===== config.mk =====
export PLATFORM = sky130hd
export DESIGN_NAME = fault_log
export DESIGN_NICKNAME = d
export VERILOG_FILES = /design/src/hdl/guard_types_pkg.sv /design/src/hdl/fault_log.sv
export SDC_FILE = /design/constraint.sdc
export NUM_CORES = 1
export LEC_CHECK = 0
export BUFFER_PORTS_ARGS = -buffer_cell sky130_fd_sc_hd__buf_2
export CORE_UTILIZATION = 38
export CTS_BUF_LIST = sky130_fd_sc_hd__clkbuf_4 sky130_fd_sc_hd__clkbuf_8
export DETAILED_ROUTE_END_ITERATION = 6
export PLACE_DENSITY_LB_ADDON = 0.25
export SYNTH_ARGS = -nofsm -noshare
export SYNTH_HDL_FRONTEND = slang
export SYNTH_SLANG_ARGS = --single-unit

===== constraint.sdc =====
create_clock -name data_clk -period 1.85 [get_ports data_clk]
set_clock_uncertainty 0.05 [all_clocks]
set_input_delay 0.2775 -clock data_clk [delete_from_list [all_inputs] [get_ports data_clk]]
set_output_delay 0.2775 -clock data_clk [all_outputs]
set_load 0.005 [all_outputs]

===== src/hdl/guard_types_pkg.sv =====
package guard_types_pkg;

    // tagged pointer layout, top down: reserved, mac, index, address
    localparam int PTR_W       = 64;
    localparam int ADDR_W      = 34;
    localparam int MAC_W       = 16;
    localparam int TAG_INDEX_W = 6;
    localparam int RSVD_W      = PTR_W - MAC_W - TAG_INDEX_W - ADDR_W;

    // burst length field, beats minus one
    localparam int LEN_W = 8;

    // one metadata entry per table slot
    localparam int ENTRY_W   = 128;
    localparam int LOWER_LSB = 0;
    localparam int VALID_BIT = 63;
    localparam int UPPER_LSB = 64;

    // a burst of len moves (len + 1) beats of this many bytes
    localparam int BEAT_BYTES = 32;

    // denial causes, in check priority
    localparam int CAUSE_W = 3;
    localparam logic [CAUSE_W-1:0] CAUSE_NONE    = 3'd0;
    localparam logic [CAUSE_W-1:0] CAUSE_INVALID = 3'd1;
    localparam logic [CAUSE_W-1:0] CAUSE_MAC     = 3'd2;
    localparam logic [CAUSE_W-1:0] CAUSE_LOWER   = 3'd3;
    localparam logic [CAUSE_W-1:0] CAUSE_UPPER   = 3'd4;

    // same 64-bit word seen raw or split into its tag fields
    typedef union packed {
        logic [PTR_W-1:0] raw;
        struct packed {
            logic [RSVD_W-1:0]      rsvd;
            logic [MAC_W-1:0]       mac;
            logic [TAG_INDEX_W-1:0] index;
            logic [ADDR_W-1:0]      addr;
        } tag;
    } guard_ptr_t;

endpackage


===== src/hdl/fault_log.sv =====
module fault_log (
    input  logic                                data_clk,
    input  logic                                rst,

    input  logic                                deny,
    input  logic [guard_types_pkg::CAUSE_W-1:0] deny_cause,
    input  logic [guard_types_pkg::PTR_W-1:0]   deny_pointer,

    input  logic                                fault_clear,
    output logic                                fault_pending,
    output logic [guard_types_pkg::CAUSE_W-1:0] fault_cause,
    output logic [guard_types_pkg::PTR_W-1:0]   fault_pointer,
    output logic                                interrupt
);

    logic capture;

    // only the first denial is kept
    // a clear arriving with a new denial lets the new one in
    assign capture = deny && (!fault_pending || fault_clear);

    always_ff @(posedge data_clk) begin
        if (rst) begin
            fault_pending <= 1'b0;
            fault_cause   <= '0;
        end else if (capture) begin
            fault_pending <= 1'b1;
            fault_cause   <= deny_cause;
        end else if (fault_clear) begin
            fault_pending <= 1'b0;
        end
    end

    always_ff @(posedge data_clk) begin
        if (capture) begin
            fault_pointer <= deny_pointer;
        end
    end

    // level interrupt for as long as a fault is pending
    assign interrupt = fault_pending;

endmodule


==> results.md, run 1 <==
* Synthesized cell area at 2110 um^2
* Final net count at 303
* H-Tree Depth at 3
* Worst skew pair latency at 320 ps
* Clock buffer depth at 2
* Reg clk slew, reported paths at 70 ps
* Final instance area at 3090 um^2
* CP endpoint kind: flip-flop
* Cell area power density at 1020 nW/um^2
* Wire per inst at 12.5 um
* Synth warn at 0
* Post-CTS Setup Repair Bufs at 0
* CP max FO at 67
* Worst vdd ir at 539 uV
* Hold Crit Depth at 1
* Dpl cell area at 2910 um^2
* Final wirelength at 3840 um
* Tcrit/Tclk final at 68.1%
* Cell variety after synth at 9
* Peak Freq at 0.794 GHz
* Final setup violation count at 0
* CTS hold repair buffers at 0
* Diode count at 0
* IO Count at 140
* Dpl ws at 545 ps
* Post-synthesis sequential area ratio at 95.0%
* Core area at 5240 um^2
* Number of global-route vias before repair at 1217
* Via count at 1286
* Count leader, synth: edfxtp_1
* Area delta synth->final at 46.8%
* Main synth FF type: edfxtp_1
* Pleak at 0.00135 uW
* Die area at 5850 um^2
* Yosys top cell area share at 91.2%
* Dpl cells at 291
* Final Hold Fails at 0
* Worst slew pin tran at 355 ps
* Highest Signal Layer: met4
* Critical path required time at 1790 ps
* Core Rows at 26
* RSZ-0062 raised after global routing: false
* FFs w/ async S/R, synth at 0%
* Initial antenna violation count at 0
* Die Width at 76.5 um
* WL met1 at 1580 um
* Via/cell ratio at 4.19
* First-pass GRT wire length at 5820 um
* Iteration count of the initial detailed-routing pass at 4
* R2R depth at 2
* Slowest stage delay, CP at 340 ps
* Die H at 76.5 um
* Startpoint Class: flip-flop
* TritonCTS clock tree: built
* Hold Path Class: input pin to flip-flop
* Crit path DAT at 1200 ps
* Crit-path cells: a21boi_4 > buf_12
* Mapped Cells at 82
* Total GRT Usage at 13.7%
* Ranking of synthesized cells by area: edfxtp_1 91%, dfxtp_1 3.8%, nand2b_1 1.8%
* Initial Util at 40.3%
* Gr ovfl total at 0
* Maxcap violations at 0
* Post-route setup slack at 591 ps
* Final cell count without fillers at 307
* Number of port buffers at 139
* Commonest cells in the netlist: 64 x edfxtp_1, 6 x nand2b_1, 4 x dfxtp_1
* Seq cells post-synth at 68
* DR iter-0 viols at 85
* CTS Buf Count at 9
* Max-slew headroom at the worst pin at 76.4%
* Clock sink count at 68
* GP Congestion at 0.644
* Hold Slack at 71.9 ps
* Met2 Wirelength at 1770 um
* Met3 wire length at 395 um
* Min Tclk post-route at 1260 ps
* Setup TNS at 0 ps
* Post-synth EDFFs at 64
* CTS resizes at 0
* Yosys top cell by area: edfxtp_1
* Mean Syn Cell Area at 25.7 um^2
* DRC errors left at 0
* Slowest cell on the critical path: dfxtp_2
* Largest net degree at the start of global routing at 68
* Post-Syn Nets at 153
* Crit Path Category: flip-flop to flip-flop
* Outcome: finished, final reports clean
* Root Driver: clkbuf_8
* Layout cells sized above 1 at 65.8%
* Final Slew Violations at 0
* Final ANT Viol Nets at 0
## cell families after synthesis
group           count (synthesis)  share of synthesized area (%)
mux                             3                           1.42
buf+inv                         2                          0.534
simple gates                    7                           1.96
flops                          68                           95.0
compound gates                  2                           1.13
## critical path: cells and delay by family (launching register included)
kind	cells	cell delay, ps
AOI/OAI and AO/OA	1	170
DFF	1	340
buffers and inverters	1	320
## layer usage
metal | track usage [%] | vias up
li1 | - | 619
met1 | 15.5 | 562
met2 | 21.4 | 94
met3 | 5.39 | 11
met4 | 9.04 | 0
met5 | 0 | -
## registers in the layout (all words and copies together) (netlist names)
name	flops
fault_pending	1
fault_cause	3
fault_pointer	64
## metrics by stage
stage,util [%],power [uW]
2_1_floorplan,-,1900
3_3_place_gp,55.5,2070
3_5_place_dp,55.5,2070
4_1_cts,59.1,3200
5_1_grt,59.1,3270
6_report,59.1,3150
## final timing paths
check	from	endpoint	slack [ps]
setup / recovery	fault_pending	fault_pointer[22]	590
hold / removal	deny_pointer[11]	fault_pointer[11]	70
setup reg to reg	fault_pending	fault_pointer[22]	590
hold reg to reg	fault_cause[1]	fault_cause[1]	420
## power breakdown
group	internal (uW)	leakage, uW	total, uW	switching, uW
Sequential	1790	0.000652	1810	19.9
Clock	623	0.0000962	1110	491
Combinational	120	0.000605	223	103
## cells in the final DEF, fill, tap and decap left out
cell type	netlist	final
a21oi_1	1	1
clkinv_2	0	1
clkinv_4	0	1
mux2i_1	3	3
nor2_1	1	1
inv_4	0	1
buf_12	0	1
buf_2	0	139
nand2b_1	6	6
edfxtp_1	64	64
bufinv_16	0	1
a21boi_4	1	1
clkinv_1	0	3
clkbuf_4	0	1
clkbuf_8	0	9
dfxtp_2	0	1
dfxtp_1	4	3
## layout make-up
cell class / instances / area, um^2
fillers: 405 / 2140
flip-flops and latches: 68 / 2000
repair buffers: 140 / 716
clock buffers: 10 / 131
multi-input cells: 12 / 95.1
well taps: 70 / 87.6
clock inverters: 6 / 55.1
inverters: 1 / 6.26
(Power assumes the default switching activity.)
==> run 2, diff against run 1 <==
--- a/config.mk
+++ b/config.mk
@@ -5,6 +5,7 @@
 export SDC_FILE = /design/constraint.sdc
 export NUM_CORES = 1
 export LEC_CHECK = 0
+export ABC_AREA = 1
 export BUFFER_PORTS_ARGS = -buffer_cell sky130_fd_sc_hd__buf_2
 export CORE_UTILIZATION = 38
 export CTS_BUF_LIST = sky130_fd_sc_hd__clkbuf_4 sky130_fd_sc_hd__clkbuf_8
==> constraint.sdc (replaced) <==
create_clock -name data_clk -period 1 [get_ports data_clk]
set_clock_uncertainty 0.05 [all_clocks]
set_input_delay 0.15 -clock data_clk [delete_from_list [all_inputs] [get_ports data_clk]]
set_output_delay 0.15 -clock data_clk [all_outputs]
set_load 0.005 [all_outputs]
==> run 2 against run 1 <==
Effect of this change:
- the flow now finishes with violations (negative setup slack)
- power grew 97%
- setup slack got worse by 750 ps
- sequential share of layout area shrank 14 points
- critical path depth up 1
- global-route usage grew 5.6 points
- clock power grew 88%
- utilization grew 17 points
- cell area increased by 27%
- die area fell by 0.17%
==> results.md, run 2 <==
* Critical path required time at 990 ps (-800 ps)
* Die area at 5840 um^2 (-0.17%)
* Count leader, synth: edfxtp_1
* Final Hold Fails at 0 (unchanged)
* CP endpoint kind: flip-flop
* Hold Path End: fault_cause[1]
* Pleak at 0.00173 uW (+28%)
* Crit-path cells: a21oi_4 > buf_4 > clkbuf_16
* Synth warn at 0 (unchanged)
* DRC errors left at 0 (unchanged)
* Slowest cell on the critical path: dfxtp_2
* Most common cell after layout, fill and taps aside: buf_2
* Post-Syn Nets at 161 (+5.2%)
* Die H at 76.4 um (about the same)
* Post-synth EDFFs at 64 (unchanged)
* GP Congestion at 0.728 (+13%)
* Setup TNS at -9570 ps (-9570 ps)
* Seq cells post-synth at 68 (unchanged)
* Yosys top cell by area: edfxtp_1
* Worst slew pin tran at 148 ps (-206 ps)
* Peak Freq at 0.865 GHz (+8.9%)
* Post-DP HPWL at 3090 um
* RSZ-0062 raised after global routing: true
* Final net count at 387 (+28%)
* Post-synthesis sequential area ratio at 95.1% (+0.17 points)
* Core area at 5200 um^2 (-0.62%)
* CTS Buf Count at 9 (unchanged)
* Number of flip-flops in the largest register at 64 (unchanged)
* CP max FO at 11 (-84%)
* Slowest stage delay, CP at 340 ps (about the same)
* Layout cells sized above 1 at 54.2% (-12 points)
* Mapped Cells at 90 (+9.8%)
* IO Count at 140 (unchanged)
* Diode count at 0 (unchanged)
* Startpoint Class: flip-flop
* Worst r2r src: fault_pending
* Largest reg by FF count: fault_pointer
* Main synth FF type: edfxtp_1
* Crit path buffers/inverters at 2 (+1)
* Min Tclk post-route at 1160 ps (-103 ps)
* Synthesized cell area at 2100 um^2 (-0.18%)
* DR iter-0 viols at 42 (-51%)
* R2R depth at 3 (+1)
* Mean Syn Cell Area at 23.4 um^2 (-9.1%)
* Wire per inst at 14.1 um (+13%)
* Total GRT Usage at 19.2% (+5.6 points)
* Worst vdd ir at 1140 uV (+110%)
* Failing checks: negative setup slack
* Commonest cells in the netlist: 64 x edfxtp_1, 5 x inv_1, 4 x a21oi_1, 4 x dfxtp_1
* Crit path DAT at 1150 ps (-50 ps)
* Reg clk slew, reported paths at 70 ps (about the same)
* Post-route setup slack at -156 ps (-747 ps)
* Critical Path Start: fault_pending
* Largest net degree at the start of global routing at 23 (-66%)
* Number of port buffers at 139 (unchanged)
* Dpl cell area at 2970 um^2 (+2.1%)
* Final Slew Violations at 0 (unchanged)
* Family with the most delay on the worst path: flip-flops
* RR Endpoint: fault_pointer[23]
* Dpl cells at 303 (+4.1%)
* Tcrit/Tclk final at 116% (+48 points)
* Root Driver: clkbuf_8
* Hold Path Class: input pin to flip-flop
* Hold Path Origin: deny_cause[1]
* Number of global-route vias before repair at 1668 (+37%)
* Maxcap violations at 0 (unchanged)
* Cell area power density at 1570 nW/um^2 (+55%)
* Gr ovfl total at 0 (unchanged)
* Final setup violation count at 127 (+127)
* Via/cell ratio at 4.22 (+0.80%)
* Die Width at 76.4 um (about the same)
* Clock buffer depth at 2 (unchanged)
* Initial Util at 40.4% (+0.18 points)
* Outcome: finished, violations left
* Clock sink count at 68 (unchanged)
* Worst skew pair latency at 320 ps (about the same)
* Biggest regs: fault_pointer x64, fault_cause x3, fault_pending x1
* Iteration count of the initial detailed-routing pass at 4 (unchanged)
* R2r setup slk at -160 ps (-750 ps)
* Yosys top cell area share at 91.3% (+0.16 points)
* Final ANT Viol Nets at 0 (unchanged)
* Via count at 1651 (+28%)
* Core Rows at 26 (unchanged)
* H-Tree Depth at 3 (unchanged)
* Cell variety after synth at 11 (+2)
* Final cell count without fillers at 391 (+27%)
* Ranking of synthesized cells by area: edfxtp_1 91%, dfxtp_1 3.8%, a21oi_1 0.95%
* Crit Path Category: flip-flop to flip-flop
* Final instance area at 3940 um^2 (+27%)
* Area delta synth->final at 87.2%
* First-pass GRT wire length at 8200 um (+41%)
* Max-slew headroom at the worst pin at 90.1% (+14 points)
* Final wirelength at 5520 um (+43%)
* TritonCTS clock tree: built
* Hold Crit Depth at 5 (+4)
* Most frequent cells in the layout: 136 x buf_2, 65 x dlygate4sd3_1, 64 x edfxtp_1
* FFs w/ async S/R, synth at 0% (unchanged)
* Initial antenna violation count at 0 (unchanged)
[run 2: worst reg2reg max path, stage by stage, from the launching register on]
cell       delay, ps
dfxtp_2          340
a21oi_4          150
buf_4            170
clkbuf_16        160
[run 2: layer usage]
| metal | GRT usage (%) | vias up | part of all wire (%) |
|---|---|---|---|
| li1 | - | 793 | - |
| met1 | 20.9 | 756 | 38 |
| met2 | 33.8 | 96 | 53 |
| met3 | 5.99 | 6 | 8.2 |
| met4 | 9.42 | 0 | 1.0 |
| met5 | 0 | - | 0 |
[run 2: where the power goes]
part | internal (uW) | total, uW | leakage [uW] | switching, uW
clock | 1150 | 2090 | 0.0000945 | 933
sequential | 3310 | 3360 | 0.000653 | 44.6
combinational | 467 | 752 | 0.000980 | 285
total | 4930 | 6200 | 0.00173 | 1260
[run 2: worst max path at each step]
stage / endpoint / slack, ps / cells past startpoint
4_1_cts: fault_pointer[17] / -130 / 3
3_5_place_dp: fault_pointer[29] / -150 / 4
3_3_place_gp: fault_pointer[29] / -140 / 2
6_report: fault_pointer[23] / -160 / 3
5_1_grt: fault_pointer[51] / -180 / 3
2_1_floorplan: fault_pointer[0] / -910 / 1
[run 2: repair_timing]
item | 4_1_cts | 5_1_grt
endpoints found under the hold margin | 65 | 0
setup buffers | 4 | 2
cloned | 1 | 1
endpoints found under the setup margin | 131 | 135
pin swaps | 1 | 0
hold buffers | 65 | 0
resized for setup | 8 | 7
[run 2: cell type report]
type                            instances  area (um^2)
Clock buffer                           10          131
Timing Repair Buffer                  216         1530
Clock inverter                          6         55.1
Multi-Input combinational cell         15          106
Tap cell                               70         87.6
Sequential cell                        68         2010
Fill cell                             347         1270
Inverter                                6         22.5
[run 2: metrics by stage]
stage               power [uW]  util [%]  hold slack (ps)  worst slack, ps
floorplan                 3530         -              155             -908
global placement          3870      57.0              273             -136
detailed placement        3880      57.0              272             -147
CTS                       6220      74.8             67.7             -132
global route              6450      75.7              108             -175
finish                    6200      75.7             88.1             -156
[run 2: logic make-up (layout without fill, tap and decap cells)]
logic type | Yosys count | in the layout | synth area share, %
compound gates | 5 | 5 | 1.37
flops | 68 | 68 | 95.1
simple gates | 10 | 10 | 2.08
buf+inv | 7 | 238 | 1.43
