### config.mk
export PLATFORM = sky130hd
export DESIGN_NAME = guard_ctrl_regs
export DESIGN_NICKNAME = d
export VERILOG_FILES = /design/src/hdl/guard_types_pkg.sv /design/src/hdl/ctrl_map_pkg.sv /design/src/hdl/guard_ctrl_regs.sv
export SDC_FILE = /design/constraint.sdc
export NUM_CORES = 1
export LEC_CHECK = 0
export BUFFER_PORTS_ARGS = -buffer_cell sky130_fd_sc_hd__buf_2
export CAP_MARGIN = 10
export CORE_AREA = 2 2 139 141
export CTS_CLUSTER_SIZE = 10
export DETAILED_ROUTE_END_ITERATION = 7
export DIE_AREA = 0 0 141 143
export GPL_TIMING_DRIVEN = 0
export PLACE_DENSITY = 0.73
export SYNTH_ARGS = -nofsm -noshare
export SYNTH_HDL_FRONTEND = slang
export SYNTH_SLANG_ARGS = --single-unit
### constraint.sdc
create_clock -name data_clk -period 6 [get_ports data_clk]
set_input_delay 0.3 -clock data_clk [delete_from_list [all_inputs] [get_ports data_clk]]
set_output_delay 0.3 -clock data_clk [all_outputs]
set_load 0.05 [all_outputs]
### src/hdl/guard_types_pkg.sv
package guard_types_pkg;

    // tagged pointer layout, top down: reserved, mac, index, address
    localparam int PTR_W       = 64;
    localparam int ADDR_W      = 34;
    localparam int MAC_W       = 16;
    localparam int TAG_INDEX_W = 6;
    localparam int RSVD_W      = PTR_W - MAC_W - TAG_INDEX_W - ADDR_W;

    // burst length field, beats minus one
    localparam int LEN_W = 8;

    // one metadata entry per table slot
    localparam int ENTRY_W   = 128;
    localparam int LOWER_LSB = 0;
    localparam int VALID_BIT = 63;
    localparam int UPPER_LSB = 64;

    // a burst of len moves (len + 1) beats of this many bytes
    localparam int BEAT_BYTES = 32;

    // denial causes, in check priority
    localparam int CAUSE_W = 3;
    localparam logic [CAUSE_W-1:0] CAUSE_NONE    = 3'd0;
    localparam logic [CAUSE_W-1:0] CAUSE_INVALID = 3'd1;
    localparam logic [CAUSE_W-1:0] CAUSE_MAC     = 3'd2;
    localparam logic [CAUSE_W-1:0] CAUSE_LOWER   = 3'd3;
    localparam logic [CAUSE_W-1:0] CAUSE_UPPER   = 3'd4;

    // same 64-bit word seen raw or split into its tag fields
    typedef union packed {
        logic [PTR_W-1:0] raw;
        struct packed {
            logic [RSVD_W-1:0]      rsvd;
            logic [MAC_W-1:0]       mac;
            logic [TAG_INDEX_W-1:0] index;
            logic [ADDR_W-1:0]      addr;
        } tag;
    } guard_ptr_t;

endpackage

### src/hdl/ctrl_map_pkg.sv
package ctrl_map_pkg;

    localparam int CTRL_ADDR_W = 12;
    localparam int CTRL_DATA_W = 32;

    // secret key, written as four words
    localparam int KEY_WORDS = 4;
    localparam int KEY_W     = KEY_WORDS * CTRL_DATA_W;

    localparam logic [CTRL_ADDR_W-1:0] REG_KEY0 = 12'h000;
    localparam logic [CTRL_ADDR_W-1:0] REG_KEY1 = 12'h004;
    localparam logic [CTRL_ADDR_W-1:0] REG_KEY2 = 12'h008;
    localparam logic [CTRL_ADDR_W-1:0] REG_KEY3 = 12'h00C;

    // status: bit 0 pending, bits 3:1 cause
    localparam logic [CTRL_ADDR_W-1:0] REG_FAULT_STATUS = 12'h010;
    localparam logic [CTRL_ADDR_W-1:0] REG_FAULT_PTR_LO = 12'h014;
    localparam logic [CTRL_ADDR_W-1:0] REG_FAULT_PTR_HI = 12'h018;
    localparam int FAULT_CLEAR_BIT = 0;

    // entry i, word w at TABLE_BASE + 16*i + 4*w
    localparam logic [CTRL_ADDR_W-1:0] TABLE_BASE = 12'h800;

endpackage

### src/hdl/guard_ctrl_regs.sv
module guard_ctrl_regs #(
    parameter int INDEX_W = 6
) (
    input  logic                                   data_clk,
    input  logic                                   rst,

    input  logic                                   ctrl_wr,
    input  logic                                   ctrl_rd,
    input  logic [ctrl_map_pkg::CTRL_ADDR_W-1:0]   ctrl_addr,
    input  logic [ctrl_map_pkg::CTRL_DATA_W-1:0]   ctrl_wdata,
    output logic [ctrl_map_pkg::CTRL_DATA_W-1:0]   ctrl_rdata,
    output logic                                   ctrl_rvalid,

    output logic [ctrl_map_pkg::KEY_W-1:0]         key,

    output logic                                   tbl_wr,
    output logic                                   tbl_rd,
    output logic [INDEX_W-1:0]                     tbl_index,
    output logic [1:0]                             tbl_word,
    output logic [ctrl_map_pkg::CTRL_DATA_W-1:0]   tbl_wdata,
    input  logic [ctrl_map_pkg::CTRL_DATA_W-1:0]   tbl_rdata,

    output logic                                   fault_clear,
    input  logic                                   fault_pending,
    input  logic [guard_types_pkg::CAUSE_W-1:0]    fault_cause,
    input  logic [guard_types_pkg::PTR_W-1:0]      fault_pointer
);

    import guard_types_pkg::*;
    import ctrl_map_pkg::*;

    // read-back sources
    localparam logic [2:0] SEL_NONE   = 3'd0;
    localparam logic [2:0] SEL_KEY    = 3'd1;
    localparam logic [2:0] SEL_STATUS = 3'd2;
    localparam logic [2:0] SEL_PTR_LO = 3'd3;
    localparam logic [2:0] SEL_PTR_HI = 3'd4;
    localparam logic [2:0] SEL_TABLE  = 3'd5;

    // 16 bytes per entry above the table base
    localparam int TABLE_END = int'(TABLE_BASE) + (16 << INDEX_W);

    logic [KEY_WORDS-1:0][CTRL_DATA_W-1:0] key_q;
    logic [$clog2(KEY_WORDS)-1:0]          rd_word_q;
    logic [2:0]                            rd_sel;
    logic [2:0]                            rd_sel_q;
    logic [CTRL_DATA_W-1:0]                status_word;
    logic                                  tbl_hit;

    assign tbl_hit = int'(ctrl_addr) >= int'(TABLE_BASE) && int'(ctrl_addr) < TABLE_END;

    assign tbl_wr    = ctrl_wr && tbl_hit;
    assign tbl_rd    = ctrl_rd && tbl_hit;
    assign tbl_index = ctrl_addr[4 +: INDEX_W];
    assign tbl_word  = ctrl_addr[3:2];
    assign tbl_wdata = ctrl_wdata;

    assign fault_clear = ctrl_wr && ctrl_addr == REG_FAULT_STATUS
                         && ctrl_wdata[FAULT_CLEAR_BIT];

    assign key = key_q;
    assign status_word = {{(CTRL_DATA_W-CAUSE_W-1){1'b0}}, fault_cause, fault_pending};

    always_ff @(posedge data_clk) begin
        if (rst) begin
            key_q <= '0;
        end else if (ctrl_wr) begin
            case (ctrl_addr)
                REG_KEY0: key_q[0] <= ctrl_wdata;
                REG_KEY1: key_q[1] <= ctrl_wdata;
                REG_KEY2: key_q[2] <= ctrl_wdata;
                REG_KEY3: key_q[3] <= ctrl_wdata;
                default: ;
            endcase
        end
    end

    always_comb begin
        case (ctrl_addr)
            REG_KEY0, REG_KEY1, REG_KEY2, REG_KEY3: rd_sel = SEL_KEY;
            REG_FAULT_STATUS: rd_sel = SEL_STATUS;
            REG_FAULT_PTR_LO: rd_sel = SEL_PTR_LO;
            REG_FAULT_PTR_HI: rd_sel = SEL_PTR_HI;
            default: rd_sel = tbl_hit ? SEL_TABLE : SEL_NONE;
        endcase
    end

    // remember the source, the data is picked a cycle later
    always_ff @(posedge data_clk) begin
        if (rst) begin
            ctrl_rvalid <= 1'b0;
            rd_sel_q    <= SEL_NONE;
        end else begin
            ctrl_rvalid <= ctrl_rd;
            if (ctrl_rd) begin
                rd_sel_q <= rd_sel;
            end
        end
    end

    always_ff @(posedge data_clk) begin
        if (ctrl_rd) begin
            rd_word_q <= ctrl_addr[3:2];
        end
    end

    always_comb begin
        case (rd_sel_q)
            SEL_KEY:    ctrl_rdata = key_q[rd_word_q];
            SEL_STATUS: ctrl_rdata = status_word;
            SEL_PTR_LO: ctrl_rdata = fault_pointer[CTRL_DATA_W-1:0];
            SEL_PTR_HI: ctrl_rdata = fault_pointer[PTR_W-1:CTRL_DATA_W];
            SEL_TABLE:  ctrl_rdata = tbl_rdata;
            default:    ctrl_rdata = '0;
        endcase
    end

endmodule

==> impl_metrics.env, run 1 <==
export IMPL_status="complete, no violations"
export IMPL_viasPerCell=5.24
export IMPL_critPathMaxStageDelay_ps=760
export IMPL_htree_levels=4
export IMPL_cp_top_family="buffers and inverters"
export IMPL_ys_seq_area_share_pct=37.5
export IMPL_reg2reg_depth=4
export IMPL_worstHoldStart="ctrl_wdata[4]"
export IMPL_ant_nets=0
export IMPL_regArea_sq_um=2700
export IMPL_gr_usage_met1_pct=35.1
export IMPL_totalWireLength_microns=29500
export IMPL_initial_core_util_pct=38.8
export IMPL_grt_total_usage_pct=28.5
export IMPL_maxSlewHeadroom_pct=26.4
export IMPL_dieArea_sq_um=20200
export IMPL_holdBufCountCts=0
export IMPL_cp_required_ps=5700
export IMPL_ctsResizeCount=0
export IMPL_drv_slew=0
export IMPL_syn_cell_area_sq_um=7210
export IMPL_final_hold_viol_count=0
export IMPL_seq_power_share_pct=39.7
export IMPL_timing_rr_end="rd_sel_q[0]"
export IMPL_layout_drive_gt1_share_pct=43.5
export IMPL_detail_route_wl_per_cell_microns=20.5
export IMPL_first_global_vias=7104
export IMPL_worst_setup_path_type="flop to primary output"
export IMPL_power_switching_share_pct=27.2
export IMPL_area_delta_synth_final_pct=36.4
export IMPL_cts_root_buf="clkbuf_16"
export IMPL_num_vias=7560
export IMPL_clk_latency_ps=410
export IMPL_hpwl_microns=22000
export IMPL_grt_antenna_before_repair=1
export IMPL_netlist_instances=828
export IMPL_period_needed_ps=3790
export IMPL_ys_types=36
export IMPL_clk_pin_slew_ps=60
export IMPL_multi_input_area_sq_um=3850
export IMPL_max_freq_mhz=264
export IMPL_path_buf_inv=4
export IMPL_hold_path_class="input pin to flop"
export IMPL_drv_cap=0
export IMPL_cpMaxStageDelayCell="buf_1"
export IMPL_met3_usage_pct=5.97
export IMPL_intPower_mw=1.64
export IMPL_fin_nets=1345
export IMPL_tritoncts="built"
export IMPL_ir_drop_mv=0.179
export IMPL_power_leakage_nw=4.36
export IMPL_finalPower_mw=2.26
export IMPL_portBuffers=350
export IMPL_drc=0
export IMPL_rsz0062_at_grt="false"
export IMPL_hold_depth=3
export IMPL_worstSetupStartpointType="flop"
export IMPL_yosys_warnings=0
export IMPL_rows=50
export IMPL_mostFrequentLayoutCells="buf_2, nand2_1, dfxtp_1"
export IMPL_rr_startpoint="rd_sel_q[0]"
export IMPL_drt_iter0_markers=543
export IMPL_ios=352
export IMPL_min_to="key[68]"
export IMPL_nFillCells=1778
export IMPL_synth_area_per_cell_sq_um=8.70
export IMPL_endpoint_kind="primary output"
export IMPL_clock_sinks=134
export IMPL_postCtsSetupBuffers=0
export IMPL_grt_pass1_wl_microns=42800
export IMPL_r2r_slack_ps=4250
export IMPL_p_switching_mw=0.614
export IMPL_first_pass_iters=5
export IMPL_timing_final_crit_share_pct=63.2
export IMPL_top_usage_layer="met2"
export IMPL_cts_buffers=17
export IMPL_finClkSkew_ps=0
export IMPL_crit_cells=6
export IMPL_antenna_cells=0
export IMPL_cts_buffer_depth=2
export IMPL_crit_arrival_ps=3490
export IMPL_setup_tns_ps=0
export IMPL_power_frac_comb_pct=14.7
export IMPL_synth_nets=976
export IMPL_final_common_cell="buf_2"
export IMPL_critical_path_cell_chain="buf_2, buf_1, buf_1, mux4_2, a221o_1, buf_2"
export IMPL_worst_pin_slew_ps=1100
export IMPL_fp_coreArea_sq_um=18600
export IMPL_power_density_nw_per_um2=229
export IMPL_die_x_microns=141
export IMPL_use_met2_pct=51.1
export IMPL_fp_dieH_microns=143
export IMPL_grt_start_max_net_pins=17
export IMPL_synth_seq_cells=134
export IMPL_grt_ovfl_total=0
export IMPL_setup_violations=0
export IMPL_gp_congestion=0.850
export IMPL_p_clk_share_pct=45.6
export IMPL_critPathMaxFanout=10
==> through the flow <==
stage          setup slack [ps]  std cells  hold WS (ps)  area [sq um]  util (%)
2_1_floorplan              3580        828           399          7210         -
3_3_place_gp               2590       1412           452          9250      49.8
3_5_place_dp               2560       1412           456          9250      49.8
4_1_cts                    2100       1443           139          9830      52.9
5_1_grt                    2120       1443           141          9830      52.9
6_report                   2210       1443           148          9830      52.9
==> flip-flops by register name (all words and copies together) (netlist names) <==
signal       count
rd_sel_q         3
key            128
rd_word_q        2
ctrl_rvalid      1
==> worst register-to-register path, cell delays in order (launching register included) <==
cell	delay, ps
dfxtp_1	350
buf_2	330
buf_1	650
o2111ai_1	190
a21oi_1	160
==> cell usage after synthesis (all sizes together) <==
| cell type | count | area [sq um] |
|---|---|---|
| a211oi | 1 | 7.51 |
| a21oi | 71 | 355 |
| a221o | 28 | 280 |
| and2 | 2 | 12.5 |
| and3b | 1 | 8.76 |
| and4b | 1 | 10.0 |
| buf | 74 | 516 |
| clkbuf | 34 | 128 |
| dfxtp | 132 | 2640 |
| edfxtp | 2 | 60.1 |
| inv | 2 | 7.51 |
| mux2 | 4 | 45.0 |
| mux2i | 36 | 360 |
| mux4 | 32 | 721 |
| nand2 | 194 | 821 |
| nand2b | 66 | 413 |
| nand3b | 4 | 30.0 |
| nor2 | 36 | 135 |
| nor2b | 30 | 188 |
| nor3 | 1 | 5.00 |
| nor3b | 1 | 7.51 |
| nor4 | 5 | 58.8 |
| o2111ai | 1 | 8.76 |
| o21ai | 61 | 305 |
| or3 | 1 | 6.26 |
| or3b | 1 | 8.76 |
| or4 | 6 | 56.3 |
| or4b | 1 | 10.0 |
==> kinds of logic (layout without fill, tap and decap cells) <==
group / Yosys count / after routing / share of synthesized area, %
AO/OA/AOI/OAI: 162 / 162 / 13.3
AND/OR/NAND/NOR: 350 / 350 / 24.6
buffers and inverters: 110 / 491 / 9.03
multiplexers: 72 / 72 / 15.6
flip-flops: 134 / 134 / 37.5
==> power groups by stage <==
stage | Combinational (mW) | Sequential, mW | Clock, mW
floorplan | 0.205 | 0.916 | 0
global placement | 0.330 | 0.915 | 0
detailed placement | 0.331 | 0.915 | 0
CTS | 0.332 | 0.896 | 1.04
global route | 0.348 | 0.895 | 1.08
finish | 0.331 | 0.896 | 1.03
==> worst max path at each step <==
| stage | startpoint | to | slack, ps |
|---|---|---|---|
| global route | rd_word_q[0] | ctrl_rdata[10] | 2120 |
| CTS | rd_word_q[0] | ctrl_rdata[10] | 2100 |
| detailed placement | rd_word_q[0] | ctrl_rdata[10] | 2560 |
| global placement | rd_word_q[0] | ctrl_rdata[10] | 2590 |
| floorplan | rd_word_q[1] | ctrl_rdata[20] | 3580 |
| finish | rd_word_q[0] | ctrl_rdata[10] | 2210 |
==> per-layer routing <==
layer | part of all wire (%) | routed length [microns] | vias to the layer above
met5 | 0 | 0 | -
met4 | 1.8 | 532 | 0
met1 | 40 | 11800 | 3573
li1 | - | - | 3545
met2 | 50 | 14900 | 408
met3 | 7.6 | 2250 | 34
==> area by class of cell <==
class                   count  share of cell area, %
well taps                 234                   2.98
multi-input cells         584                   39.2
clock buffers              19                   4.61
clock inverters            12                   1.30
repair buffers            350                   17.8
flip-flops and latches    134                   27.5
inverters                   2                 0.0764
plain buffers             108                   6.54
(Power assumes the default switching activity.)
==> run 2, diff against run 1 <==
- CORE_AREA: 2 2 139 141 -> default
- CORE_ASPECT_RATIO: default -> 0.7
- CORE_UTILIZATION: default -> 42
- DIE_AREA: 0 0 141 143 -> default
- PLACE_DENSITY: 0.73 -> 0.81
- clock period: 6 -> 3.1 ns (I/O delays scaled with it)
==> run 2 against run 1 <==
Cell area is 0.74% higher. Final cell count fell by 0.55%. Setup slack got worse by 2100 ps. Critical path depth down 1. Global-route usage up 3.6 points. Power rose by 100%. Sequential share of layout area decreased by 0.20 points. Sequential power grew 93%. Largest cell class unchanged.
==> impl_metrics.env, run 2 (synthesis gave the netlist of run 1 again) <==
export IMPL_power_switching_share_pct=26.4
export IMPL_portBuffers=350
export IMPL_first_pass_iters=5
export IMPL_die_x_microns=159
export IMPL_grt_antenna_before_repair=0
export IMPL_area_delta_synth_final_pct=37.4
export IMPL_max_freq_mhz=334
export IMPL_cp_required_ps=2940
export IMPL_cts_root_buf="clkbuf_16"
export IMPL_worstHoldStart="ctrl_wdata[24]"
export IMPL_period_needed_ps=3000
export IMPL_viasPerCell=5.45
export IMPL_seq_power_share_pct=37.8
export IMPL_post_route_util_pct=59.9
export IMPL_clk_latency_ps=400
export IMPL_final_common_cell="buf_2"
export IMPL_dp_worst_setup_slack_ps=-29.5
export IMPL_drt_iter0_markers=628
export IMPL_totalWireLength_microns=29100
export IMPL_cts_buffers=17
export IMPL_reg2reg_depth=4
export IMPL_mostFrequentLayoutCells="buf_2, nand2_1, dfxtp_1"
export IMPL_ir_drop_mv=0.303
export IMPL_detail_route_wl_per_cell_microns=20.3
export IMPL_cts_buffer_depth=2
export IMPL_p_switching_mw=1.21
export IMPL_p_clk_share_pct=48.2
export IMPL_fin_nets=1345
export IMPL_status="complete, no violations"
export IMPL_crit_arrival_ps=2840
export IMPL_largest_reg_flops=128
export IMPL_rsz0062_at_grt="false"
export IMPL_drc=0
export IMPL_worst_pin_slew_ps=1000
export IMPL_fp_dieH_microns=112
export IMPL_finClkSkew_ps=0
export IMPL_grt_pass1_wl_microns=42100
export IMPL_drv_cap=0
export IMPL_tritoncts="built"
export IMPL_hold_depth=3
export IMPL_nFillCells=1496
export IMPL_grt_total_usage_pct=32.1
export IMPL_initial_core_util_pct=43.6
export IMPL_regArea_sq_um=2700
export IMPL_grt_start_max_net_pins=17
export IMPL_clock_sinks=134
export IMPL_power_density_nw_per_um2=463
export IMPL_ios=352
export IMPL_rr_startpoint="rd_sel_q[0]"
export IMPL_fp_coreArea_sq_um=16500
export IMPL_num_vias=7823
export IMPL_ant_nets=0
export IMPL_power_frac_comb_pct=14.0
export IMPL_timing_rr_end="rd_sel_q[0]"
export IMPL_htree_levels=4
export IMPL_maxSlewHeadroom_pct=33.3
export IMPL_final_hold_viol_count=0
export IMPL_intPower_mw=3.38
export IMPL_timing_final_crit_share_pct=96.7
export IMPL_power_leakage_nw=4.40
export IMPL_layout_setup_ws_ps=103
export IMPL_layout_drive_gt1_share_pct=44.0
export IMPL_rows=39
export IMPL_antenna_cells=0
export IMPL_worst_setup_path_type="flop to primary output"
export IMPL_multi_input_area_sq_um=3850
export IMPL_worstSetupStartpointType="flop"
export IMPL_grt_ovfl_total=0
export IMPL_gp_congestion=0.852
export IMPL_r2r_slack_ps=1050
export IMPL_setup_violations=0
export IMPL_min_to="key[120]"
export IMPL_endpoint_kind="primary output"
export IMPL_critPathMaxFanout=10
export IMPL_dieArea_sq_um=17700
export IMPL_clk_pin_slew_ps=60
export IMPL_drv_slew=0
export IMPL_first_global_vias=7246
export IMPL_hold_path_class="input pin to flop"
export IMPL_hpwl_microns=22100
export IMPL_finalPower_mw=4.58
run 2: cell types whose count changed in the layout (fill, tap and decap cells not counted):
cell             previous run  this run
bufinv_16                   2         4
buf_1                       9         3
clkbuf_8                    2         3
buf_2                     366       369
clkinv_2                    4         2
clkdlybuf4s15_2             0         2
clkbuf_1                   34        35
clkbuf_4                    0         1
inv_4                       1         0
run 2: worst max-delay path, cell delays in order (launching register included):
cell,delay (ps)
dfxtp_1,480
and3b_1,210
clkbuf_1,510
clkbuf_1,680
a221o_1,290
buf_2,270
run 2: worst max path at each step:
stage                       from              to  slack, ps  cells after the start
floorplan           rd_word_q[1]  ctrl_rdata[20]        820                      4
global placement    rd_word_q[0]   ctrl_rdata[5]         50                      6
detailed placement  rd_word_q[0]   ctrl_rdata[5]        -30                      6
CTS                 rd_word_q[1]   ctrl_rdata[5]         60                      5
global route         rd_sel_q[0]   ctrl_rdata[9]          5                      6
finish               rd_sel_q[0]  ctrl_rdata[25]        100                      5
run 2: layout make-up:
type / instances / share of cell area (%)
inverters: 2 / 0.0758
multi-input cells: 584 / 38.9
repair buffers: 350 / 17.7
plain buffers: 108 / 6.72
clock buffers: 21 / 4.75
well taps: 225 / 2.84
clock inverters: 11 / 1.73
flip-flops and latches: 134 / 27.3
run 2: power by group through the flow:
stage	Combinational [mW]	Sequential (mW)	Clock [mW]
6_report	0.642	1.73	2.21
5_1_grt	0.674	1.73	2.30
4_1_cts	0.639	1.73	2.22
3_5_place_dp	0.635	1.77	0
3_3_place_gp	0.630	1.77	0
2_1_floorplan	0.396	1.77	0
run 2: metal layers:
| metal | vias up | wire [microns] | global-route usage, % |
|---|---|---|---|
| met5 | - | 0 | 0 |
| met4 | 0 | 331 | 8.01 |
| met3 | 29 | 2510 | 6.97 |
| met2 | 446 | 14100 | 53.0 |
| met1 | 3807 | 12200 | 42.4 |
| li1 | 3541 | - | - |
run 2: what timing repair did:
action / in CTS / in global routing
gates cloned: 0 / 0
gates resized for setup: 12 / 3
pin swaps: 0 / 0
hold buffers: 0 / 0
setup buffers: 0 / 0
setup endpoints to repair: 25 / 9
run 2: stage by stage:
step                hold WS, ps  TNS (ps)  std cells  instance area (sq um)
floorplan                   254         0        828                   7210
global route               10.2         0       1435                   9900
global placement            429         0       1403                   9240
CTS                       0.450         0       1435                   9910
finish                     21.1         0       1435                   9900
detailed placement          438     -46.2       1403                   9240
